[src/hdl/dcache_pkg.sv]
package dcache_pkg;

    // ------------------------------
    // Cache geometry
    // ------------------------------
    localparam int ADDR_W         = 16;
    localparam int WORD_W         = 32;
    localparam int WORDS_PER_LINE = 4;
    localparam int LINE_W         = 128;
    localparam int NUM_LINES      = 16;
    // Byte within a line
    localparam int OFFSET_W       = 4;
    localparam int INDEX_W        = 4;
    localparam int TAG_W          = 8;

    typedef logic [ADDR_W-1:0]                 addr_t;
    typedef logic [WORD_W-1:0]                 word_t;
    typedef logic [WORD_W/8-1:0]               be_t;
    typedef logic [LINE_W-1:0]                 line_t;
    typedef logic [LINE_W/8-1:0]               line_be_t;
    typedef logic [INDEX_W-1:0]                index_t;
    typedef logic [TAG_W-1:0]                  tag_t;
    typedef logic [$clog2(WORDS_PER_LINE)-1:0] word_off_t;

    // ------------------------------
    // Port and internal bundles
    // ------------------------------
    typedef struct packed {
        logic  valid;
        logic  we;
        addr_t addr;
        word_t wdata;
        be_t   be;
    } core_req_t;

    typedef struct packed {
        logic  gnt;
        logic  rvalid;
        word_t rdata;
    } core_resp_t;

    typedef struct packed {
        logic     en;
        logic     we;
        index_t   index;
        tag_t     tag;
        logic     valid;
        logic     dirty;
        line_t    wdata;
        line_be_t wmask;
    } array_req_t;

    typedef struct packed {
        tag_t  tag;
        logic  valid;
        logic  dirty;
        line_t data;
    } array_rdata_t;

    // Both addresses line-aligned
    typedef struct packed {
        logic  valid;
        logic  writeback;
        addr_t victim_addr;
        line_t victim_line;
        addr_t refill_addr;
    } miss_req_t;

    typedef struct packed {
        logic  valid;
        logic  we;
        addr_t addr;
        line_t wdata;
    } mem_req_t;

    // ------------------------------
    // State machines
    // ------------------------------
    typedef enum logic [2:0] {
        CTRL_IDLE,
        CTRL_LOOKUP,
        CTRL_COMPARE,
        CTRL_WAIT_REFILL,
        CTRL_REPLAY
    } ctrl_state_e;

    typedef enum logic [1:0] {
        MISS_IDLE,
        MISS_WRITEBACK,
        MISS_REFILL,
        MISS_DONE
    } miss_state_e;

endpackage

[src/hdl/cache_ctrl.sv]
`timescale 1ns/10ps

module cache_ctrl (
    input  logic                     clk_i,
    input  logic                     rst_n_i,
    input  dcache_pkg::core_req_t    core_req_i,
    output dcache_pkg::core_resp_t   core_resp_o,
    output dcache_pkg::array_req_t   array_req_o,
    input  dcache_pkg::array_rdata_t array_rdata_i,
    output dcache_pkg::miss_req_t    miss_req_o,
    input  logic                     refill_valid_i,
    input  dcache_pkg::line_t        refill_line_i
);

    import dcache_pkg::*;

    ctrl_state_e state_q;
    ctrl_state_e state_d;
    core_req_t   req_q;
    line_t       line_q;

    index_t      req_index;
    tag_t        req_tag;
    word_off_t   req_woff;
    logic        hit;
    line_t       refill_merged;

    // Store bytes replace the addressed word in a line
    function automatic line_t merge_word(line_t base, word_t data, be_t be, word_off_t woff);
        line_t res;
        res = base;
        for (int b = 0; b < WORD_W/8; b++) begin
            if (be[b]) begin
                res[woff*WORD_W + b*8 +: 8] = data[b*8 +: 8];
            end
        end
        return res;
    endfunction

    function automatic line_be_t store_mask(be_t be, word_off_t woff);
        line_be_t m;
        m = '0;
        m[woff*(WORD_W/8) +: WORD_W/8] = be;
        return m;
    endfunction

    function automatic word_t pick_word(line_t line, word_off_t woff);
        return line[woff*WORD_W +: WORD_W];
    endfunction

    // ------------------------------
    // Address split and tag compare
    // ------------------------------
    assign req_index = req_q.addr[OFFSET_W +: INDEX_W];
    assign req_tag   = req_q.addr[OFFSET_W+INDEX_W +: TAG_W];
    assign req_woff  = req_q.addr[OFFSET_W-1 -: $bits(word_off_t)];

    assign hit = array_rdata_i.valid && (array_rdata_i.tag == req_tag);

    assign refill_merged = req_q.we ? merge_word(refill_line_i, req_q.wdata, req_q.be, req_woff)
                                    : refill_line_i;

    always_comb begin
        state_d = state_q;
        case (state_q)
            CTRL_IDLE:        if (core_req_i.valid) state_d = CTRL_LOOKUP;
            CTRL_LOOKUP:      state_d = CTRL_COMPARE;
            CTRL_COMPARE:     state_d = hit ? CTRL_IDLE : CTRL_WAIT_REFILL;
            CTRL_WAIT_REFILL: if (refill_valid_i) state_d = CTRL_REPLAY;
            CTRL_REPLAY:      state_d = CTRL_IDLE;
            default:          state_d = CTRL_IDLE;
        endcase
    end

    always_ff @(posedge clk_i or negedge rst_n_i) begin
        if (!rst_n_i) begin
            state_q <= CTRL_IDLE;
        end else begin
            state_q <= state_d;
        end
    end

    always_ff @(posedge clk_i) begin
        if (state_q == CTRL_IDLE && core_req_i.valid) begin
            req_q <= core_req_i;
        end
        // Line as written on refill, kept for the replay word
        if (state_q == CTRL_WAIT_REFILL && refill_valid_i) begin
            line_q <= refill_merged;
        end
    end

    // ------------------------------
    // Array access
    // ------------------------------
    always_comb begin
        array_req_o       = '0;
        array_req_o.index = req_index;
        array_req_o.tag   = req_tag;
        case (state_q)
            CTRL_LOOKUP: begin
                array_req_o.en = 1'b1;
            end
            CTRL_COMPARE: begin
                if (hit && req_q.we) begin
                    array_req_o.en    = 1'b1;
                    array_req_o.we    = 1'b1;
                    array_req_o.valid = 1'b1;
                    array_req_o.dirty = 1'b1;
                    array_req_o.wdata = merge_word(array_rdata_i.data, req_q.wdata,
                                                   req_q.be, req_woff);
                    array_req_o.wmask = store_mask(req_q.be, req_woff);
                end
            end
            CTRL_WAIT_REFILL: begin
                if (refill_valid_i) begin
                    array_req_o.en    = 1'b1;
                    array_req_o.we    = 1'b1;
                    array_req_o.valid = 1'b1;
                    array_req_o.dirty = req_q.we;
                    array_req_o.wdata = refill_merged;
                    array_req_o.wmask = '1;
                end
            end
            default: ;
        endcase
    end

    // Victim fields come straight from the read register, idle while waiting
    always_comb begin
        miss_req_o.valid       = (state_q == CTRL_WAIT_REFILL);
        miss_req_o.writeback   = array_rdata_i.valid && array_rdata_i.dirty;
        miss_req_o.victim_addr = {array_rdata_i.tag, req_index, {OFFSET_W{1'b0}}};
        miss_req_o.victim_line = array_rdata_i.data;
        miss_req_o.refill_addr = {req_tag, req_index, {OFFSET_W{1'b0}}};
    end

    always_comb begin
        core_resp_o.gnt    = (state_q == CTRL_COMPARE && hit) || (state_q == CTRL_REPLAY);
        core_resp_o.rvalid = core_resp_o.gnt && !req_q.we;
        core_resp_o.rdata  = (state_q == CTRL_REPLAY) ? pick_word(line_q, req_woff)
                                                      : pick_word(array_rdata_i.data, req_woff);
    end

    // Every grant closes the access
    a_gnt_state: assert property (@(posedge clk_i) disable iff (!rst_n_i)
        core_resp_o.gnt |=> state_q == CTRL_IDLE)
        else $error("access still open after gnt");

    // The array must not disturb the victim while the miss is open
    a_miss_stable: assert property (@(posedge clk_i) disable iff (!rst_n_i)
        miss_req_o.valid && !refill_valid_i |=> miss_req_o.valid && $stable(miss_req_o))
        else $error("miss request changed while waiting for refill");

endmodule

[src/hdl/cache_array.sv]
`timescale 1ns/10ps

module cache_array (
    input  logic                     clk_i,
    input  logic                     rst_n_i,
    input  dcache_pkg::array_req_t   array_req_i,
    output dcache_pkg::array_rdata_t array_rdata_o
);

    import dcache_pkg::*;

    logic [NUM_LINES-1:0] valid_q;
    logic [NUM_LINES-1:0] dirty_q;
    tag_t                 tag_mem  [NUM_LINES];
    line_t                line_mem [NUM_LINES];

    logic  rd_en;
    logic  wr_en;
    line_t wr_line;

    // Read register
    logic  rd_valid_q;
    logic  rd_dirty_q;
    tag_t  rd_tag_q;
    line_t rd_data_q;

    assign rd_en = array_req_i.en && !array_req_i.we;
    assign wr_en = array_req_i.en && array_req_i.we;

    // Byte mask applied against the stored line
    always_comb begin
        wr_line = line_mem[array_req_i.index];
        for (int b = 0; b < LINE_W/8; b++) begin
            if (array_req_i.wmask[b]) begin
                wr_line[b*8 +: 8] = array_req_i.wdata[b*8 +: 8];
            end
        end
    end

    // ------------------------------
    // Flags
    // ------------------------------
    always_ff @(posedge clk_i or negedge rst_n_i) begin
        if (!rst_n_i) begin
            valid_q    <= '0;
            dirty_q    <= '0;
            rd_valid_q <= 1'b0;
            rd_dirty_q <= 1'b0;
        end else begin
            if (wr_en) begin
                valid_q[array_req_i.index] <= array_req_i.valid;
                dirty_q[array_req_i.index] <= array_req_i.dirty;
            end
            if (rd_en) begin
                rd_valid_q <= valid_q[array_req_i.index];
                rd_dirty_q <= dirty_q[array_req_i.index];
            end
        end
    end

    // ------------------------------
    // Tag and line storage
    // ------------------------------
    always_ff @(posedge clk_i) begin
        if (wr_en) begin
            tag_mem[array_req_i.index]  <= array_req_i.tag;
            line_mem[array_req_i.index] <= wr_line;
        end
        if (rd_en) begin
            rd_tag_q  <= tag_mem[array_req_i.index];
            rd_data_q <= line_mem[array_req_i.index];
        end
    end

    assign array_rdata_o = '{tag: rd_tag_q, valid: rd_valid_q, dirty: rd_dirty_q, data: rd_data_q};

    // An invalid line must never look dirty to the victim logic
    a_invalid_read: assert property (@(posedge clk_i) disable iff (!rst_n_i)
        rd_en && !valid_q[array_req_i.index] |=> !array_rdata_o.dirty)
        else $error("read of an invalid line returned dirty");

endmodule

[src/hdl/miss_handler.sv]
`timescale 1ns/10ps

module miss_handler (
    input  logic                  clk_i,
    input  logic                  rst_n_i,
    input  dcache_pkg::miss_req_t miss_req_i,
    output logic                  refill_valid_o,
    output dcache_pkg::line_t     refill_line_o,
    output dcache_pkg::mem_req_t  mem_req_o,
    input  logic                  mem_gnt_i,
    input  logic                  mem_rvalid_i,
    input  dcache_pkg::line_t     mem_rdata_i
);

    import dcache_pkg::*;

    miss_state_e state_q;
    miss_state_e state_d;
    // Refill read granted, waiting for the line
    logic        rd_granted_q;
    logic        rd_granted_d;
    line_t       refill_q;
    logic        in_writeback;
    logic        refill_done;

    assign in_writeback = (state_q == MISS_WRITEBACK);
    assign refill_done  = (state_q == MISS_REFILL) && rd_granted_q && mem_rvalid_i;

    // ------------------------------
    // Sequence
    // ------------------------------
    always_comb begin
        state_d      = state_q;
        rd_granted_d = rd_granted_q;
        case (state_q)
            MISS_IDLE: begin
                if (miss_req_i.valid) begin
                    state_d = miss_req_i.writeback ? MISS_WRITEBACK : MISS_REFILL;
                end
            end
            MISS_WRITEBACK: begin
                // Write completes at its grant
                if (mem_gnt_i) begin
                    state_d = MISS_REFILL;
                end
            end
            MISS_REFILL: begin
                if (!rd_granted_q) begin
                    if (mem_gnt_i) begin
                        rd_granted_d = 1'b1;
                    end
                end else if (mem_rvalid_i) begin
                    rd_granted_d = 1'b0;
                    state_d      = MISS_DONE;
                end
            end
            MISS_DONE: begin
                state_d = MISS_IDLE;
            end
            default: begin
                state_d = MISS_IDLE;
            end
        endcase
    end

    always_ff @(posedge clk_i or negedge rst_n_i) begin
        if (!rst_n_i) begin
            state_q      <= MISS_IDLE;
            rd_granted_q <= 1'b0;
        end else begin
            state_q      <= state_d;
            rd_granted_q <= rd_granted_d;
        end
    end

    always_ff @(posedge clk_i) begin
        if (refill_done) begin
            refill_q <= mem_rdata_i;
        end
    end

    // ------------------------------
    // Memory port
    // ------------------------------
    always_comb begin
        mem_req_o.valid = in_writeback || (state_q == MISS_REFILL && !rd_granted_q);
        mem_req_o.we    = in_writeback;
        mem_req_o.addr  = in_writeback ? miss_req_i.victim_addr : miss_req_i.refill_addr;
        mem_req_o.wdata = miss_req_i.victim_line;
    end

    // One-cycle pulse back to the controller
    assign refill_valid_o = (state_q == MISS_DONE);
    assign refill_line_o  = refill_q;

    a_mem_req_stable: assert property (@(posedge clk_i) disable iff (!rst_n_i)
        mem_req_o.valid && !mem_gnt_i |=> mem_req_o.valid && $stable(mem_req_o))
        else $error("memory request changed before grant");

endmodule

[src/hdl/dcache_top.sv]
`timescale 1ns/10ps

module dcache_top (
    input  logic                   clk_i,
    input  logic                   rst_n_i,
    input  dcache_pkg::core_req_t  core_req_i,
    output dcache_pkg::core_resp_t core_resp_o,
    output dcache_pkg::mem_req_t   mem_req_o,
    input  logic                   mem_gnt_i,
    input  logic                   mem_rvalid_i,
    input  dcache_pkg::line_t      mem_rdata_i
);

    import dcache_pkg::*;

    // ------------------------------
    // Internal links
    // ------------------------------
    array_req_t   array_req;
    array_rdata_t array_rdata;
    miss_req_t    miss_req;
    logic         refill_valid;
    line_t        refill_line;

    cache_ctrl i_cache_ctrl (
        .clk_i          ( clk_i        ),
        .rst_n_i        ( rst_n_i      ),
        .core_req_i     ( core_req_i   ),
        .core_resp_o    ( core_resp_o  ),
        .array_req_o    ( array_req    ),
        .array_rdata_i  ( array_rdata  ),
        .miss_req_o     ( miss_req     ),
        .refill_valid_i ( refill_valid ),
        .refill_line_i  ( refill_line  )
    );

    cache_array i_cache_array (
        .clk_i         ( clk_i       ),
        .rst_n_i       ( rst_n_i     ),
        .array_req_i   ( array_req   ),
        .array_rdata_o ( array_rdata )
    );

    miss_handler i_miss_handler (
        .clk_i          ( clk_i        ),
        .rst_n_i        ( rst_n_i      ),
        .miss_req_i     ( miss_req     ),
        .refill_valid_o ( refill_valid ),
        .refill_line_o  ( refill_line  ),
        .mem_req_o      ( mem_req_o    ),
        .mem_gnt_i      ( mem_gnt_i    ),
        .mem_rvalid_i   ( mem_rvalid_i ),
        .mem_rdata_i    ( mem_rdata_i  )
    );

endmodule

[config.mk]
export PLATFORM = sky130hd
export DESIGN_NAME = dcache_top
export DESIGN_NICKNAME = d
export VERILOG_FILES = /design/src/hdl/dcache_pkg.sv /design/src/hdl/cache_ctrl.sv /design/src/hdl/cache_array.sv /design/src/hdl/miss_handler.sv /design/src/hdl/dcache_top.sv
export SDC_FILE = /design/constraint.sdc
export NUM_CORES = 2
export LEC_CHECK = 0
export ABC_CLOCK_PERIOD_IN_PS = 19290
export BUFFER_PORTS_ARGS = -buffer_cell sky130_fd_sc_hd__buf_4
export CORE_AREA = 2 2 520 522
export DETAILED_ROUTE_END_ITERATION = 16
export DIE_AREA = 0 0 522 524
export SLEW_MARGIN = 5
export SYNTH_ARGS = -nofsm -noshare
export SYNTH_HDL_FRONTEND = slang
export SYNTH_SLANG_ARGS = --single-unit
[constraint.sdc]
create_clock -name clk_i -period 19.29 [get_ports clk_i]
set_input_delay 1.929 -clock clk_i [delete_from_list [all_inputs] [get_ports clk_i]]
set_output_delay 1.929 -clock clk_i [all_outputs]
set_load 0.01 [all_outputs]
==> flow_summary.ini <==
[logic_synthesis]
synthArstFlopShare_pct = 1.50
synth_area_leader_cell = edfxtp_1
seq_area_frac_synth_pct = 74.6
synth_top_area_share_pct = 73.6
synth.area.top_cells = edfxtp_1, mux4_2, nand2_1, mux2_2, a22o_1
yosysMostFrequentCell = edfxtp_1
synth_cell_type_count = 59
synth-seq-cells = 2663
synth_warnings = 0
ys.flop_type = edfxtp_1
synth_commonest_cells = edfxtp_1, nand2_1, mux4_2, o21ai_0, mux2_2
synth_edf_count = 2619
synth_cells = 5694
synth_area_mm2 = 0.107
synth_area_per_cell_um2 = 18.8

[worst_setup_path]
required_ns = 17.36
setup.worst_path.class = flop to output port
arrival_ns = 4.38
end_kind = output port
critPathMaxFanout = 36
start_kind = flop

[clock_tree]
insertion_delay_ns = 0.96
cts_setup_buffers = 0
ctsResizeCount = 0
cts_root_buffer = clkbuf_16
cts_inserted_buffers = 290
clockBufferDepth = 4
path_clk_slew_ns = 0.06
cts_hold_buf = 0
cts.sinks = 2663
htree_levels = 5
cts_tree = yes

[timing]
slew-limit-headroom_pct = 20.8
clock_skew_ns = 0.0567
worst_slew_pin_slew_ns = 1.19
timing.setup.tns_ns = 0
report.final.slew_viol_count = 0
finalHoldViolCount = 0
fmax_mhz = 158
finalCriticalPeriod_ns = 6.31
rsz0062_at_grt = false
fin_ws_ns = 12.98
setup_viol = 0
holdWs_ns = 0.461
min_period_over_period_pct = 32.7

[place]
routabilityCongestion = 0.860
dp_hpwl_mm = 195
dpl_worst_slack_ns = 13.48
io_buffers = 359
dpl_cell_area_mm2 = 0.113

[route]
postRouteAntennaNets = 0
dr.pass1.iters = 6
viasPerCell = 5.95
drt-initial-drc-count = 7160
routed_wirelength_mm = 329
vias = 58000
drc_errors = 0
wl_per_cell_um = 33.7

[power_and_ir_drop]
intPower_mw = 11.7
seqPwrFrac_pct = 47.5
p_comb_share_pct = 20.7
pwr-share-clk_pct = 31.9
vdd_drop_max_mv = 0.124
leakage_nw = 40.2
powerDensity_mw_per_mm2 = 136
p_sw_mw = 4.82
switching_share_pct = 29.2

[cells_and_area]
syn_to_final_growth_pct = 13.8
drive_above_1_share_pct = 26.4
nets = 6213
fin_area_mm2 = 0.122

[global_route]
first_global_vias = 57400
grt_usage_pct = 23.8
grt_pass1_wl_mm = 452
grt_start_max_net_pins = 129
grt_antenna_before_repair = 7
grt_overflow_total = 0

[floorplanning]
dieArea_mm2 = 0.274
initial_core_util_pct = 40.0
die_y_um = 524
io_pins = 366
die_x_um = 522
core_mm2 = 0.267
rows = 190

[run_status]
status = complete, no violations

[hold_path]
hold_class = flop to flop

[flow_run]
maxCapViolCount = 0
[layer usage]
layer	vias up	share of wire, %	wire [um]	global-route usage (%)
li1	23400	-	-	-
met1	31100	39	128000	31.3
met2	2957	47	155000	37.6
met3	594	8.5	28100	4.91
met4	4	5.5	18000	12.0
met5	-	0.0091	30	0
[worst max-delay path, cell delays in order, from the launching register on]
cell and delay, ns:
edfxtp_1 0.37, buf_4 0.30, inv_6 0.61, buf_4 0.66, mux4_2 0.59, nand2_1 0.37, nand2_1 0.24, buf_4 0.20
[placed cells by master (no fill, tap or decap), drive strengths merged, types with 49 or more instances in the layout]
cell type / n
buf: 483
edfxtp: 2619
mux2: 235
a22o: 183
a221oi: 50
nand4: 62
clkbuf: 356
o22ai: 51
mux2i: 135
o21ai: 261
nand2: 772
mux4: 500
a21o: 49
clkinv: 96
[flip-flops by register name, summed over array words and instances, names as in the netlist, named ones only]
register and flops:
i_cache_array.rd_valid_q 1, i_miss_handler.refill_line_o 128, i_miss_handler.state_q 2, i_cache_array.valid_q 16, i_cache_ctrl.req_q 39, i_cache_array.rd_data_q 128
i_cache_array.tag_mem 128, i_miss_handler.rd_granted_q 1, i_cache_array.line_mem 2048, i_cache_array.dirty_q 16, i_cache_ctrl.line_q 128, i_cache_array.rd_tag_q 8
i_cache_array.rd_dirty_q 1, i_cache_ctrl.state_q 3, i_cache_ctrl.array_req_o 12
[kinds of logic after synthesis]
| group | count (synthesis) | share of synthesized area [%] |
|---|---|---|
| buffers and inverters | 481 | 2.48 |
| XOR/XNOR | 8 | 0.0655 |
| multiplexers | 870 | 14.3 |
| flip-flops | 2663 | 74.6 |
| other | 1 | 0.00351 |
| AND/OR/NAND/NOR | 971 | 3.86 |
| AO/OA/AOI/OAI | 690 | 4.64 |
| adder cells (fa/ha/maj) | 10 | 0.117 |
[metrics by stage]
stage	std cells	power (mW)	util, %
final	9759	16.5	45.5
after global routing	9757	17.0	45.5
after CTS	9756	16.6	45.5
after detailed placement	9277	11.4	42.2
after global placement	9277	11.3	42.2
after floorplan	5697	9.91	-
[final cells by class]
class / instances / area, um^2
fill: 22600 / 146000
sequential: 2663 / 79700
multi-input combinational: 2553 / 24800
clock buffer: 356 / 7730
tap: 3552 / 4440
timing repair buffer: 483 / 3830
clock inverter: 123 / 1050
inverter: 26 / 118
antenna: 3 / 7.51
[path summary, 6_finish.rpt]
kind,from,endpoint,slack (ns),depth (start not counted)
worst max-delay path,i_cache_ctrl.req_q[38]$_DFFE_PP_,core_resp_o[9],12.98,7
min in group asynchronous,rst_n_i,i_cache_array.valid_q[1]$_DFFE_PN0P_,0.97,1
max in group asynchronous,rst_n_i,i_cache_ctrl.state_q[2]$_DFFE_PN0P_,17.95,1
worst min register to register,i_cache_array.valid_q[4]$_DFFE_PN0P_,i_cache_array.valid_q[4]$_DFFE_PN0P_,0.46,1
worst max register to register,i_cache_ctrl.array_req_o[146]$_DFFE_PP_,i_cache_array.line_mem[7][104]$_DFFE_PP_,13.51,8
worst min-delay path,i_cache_array.valid_q[4]$_DFFE_PN0P_,i_cache_array.valid_q[4]$_DFFE_PN0P_,0.46,1
[power by group through the flow]
stage               Clock, mW  Combinational [mW]  Sequential, mW
global placement            0                3.33            7.94
floorplan                   0                2.20            7.71
finish                   5.25                3.41            7.83
detailed placement          0                3.42            7.95
global route             5.54                3.64            7.85
CTS                      5.33                3.43            7.83
Note: power is estimated with default switching activity, not from simulation.
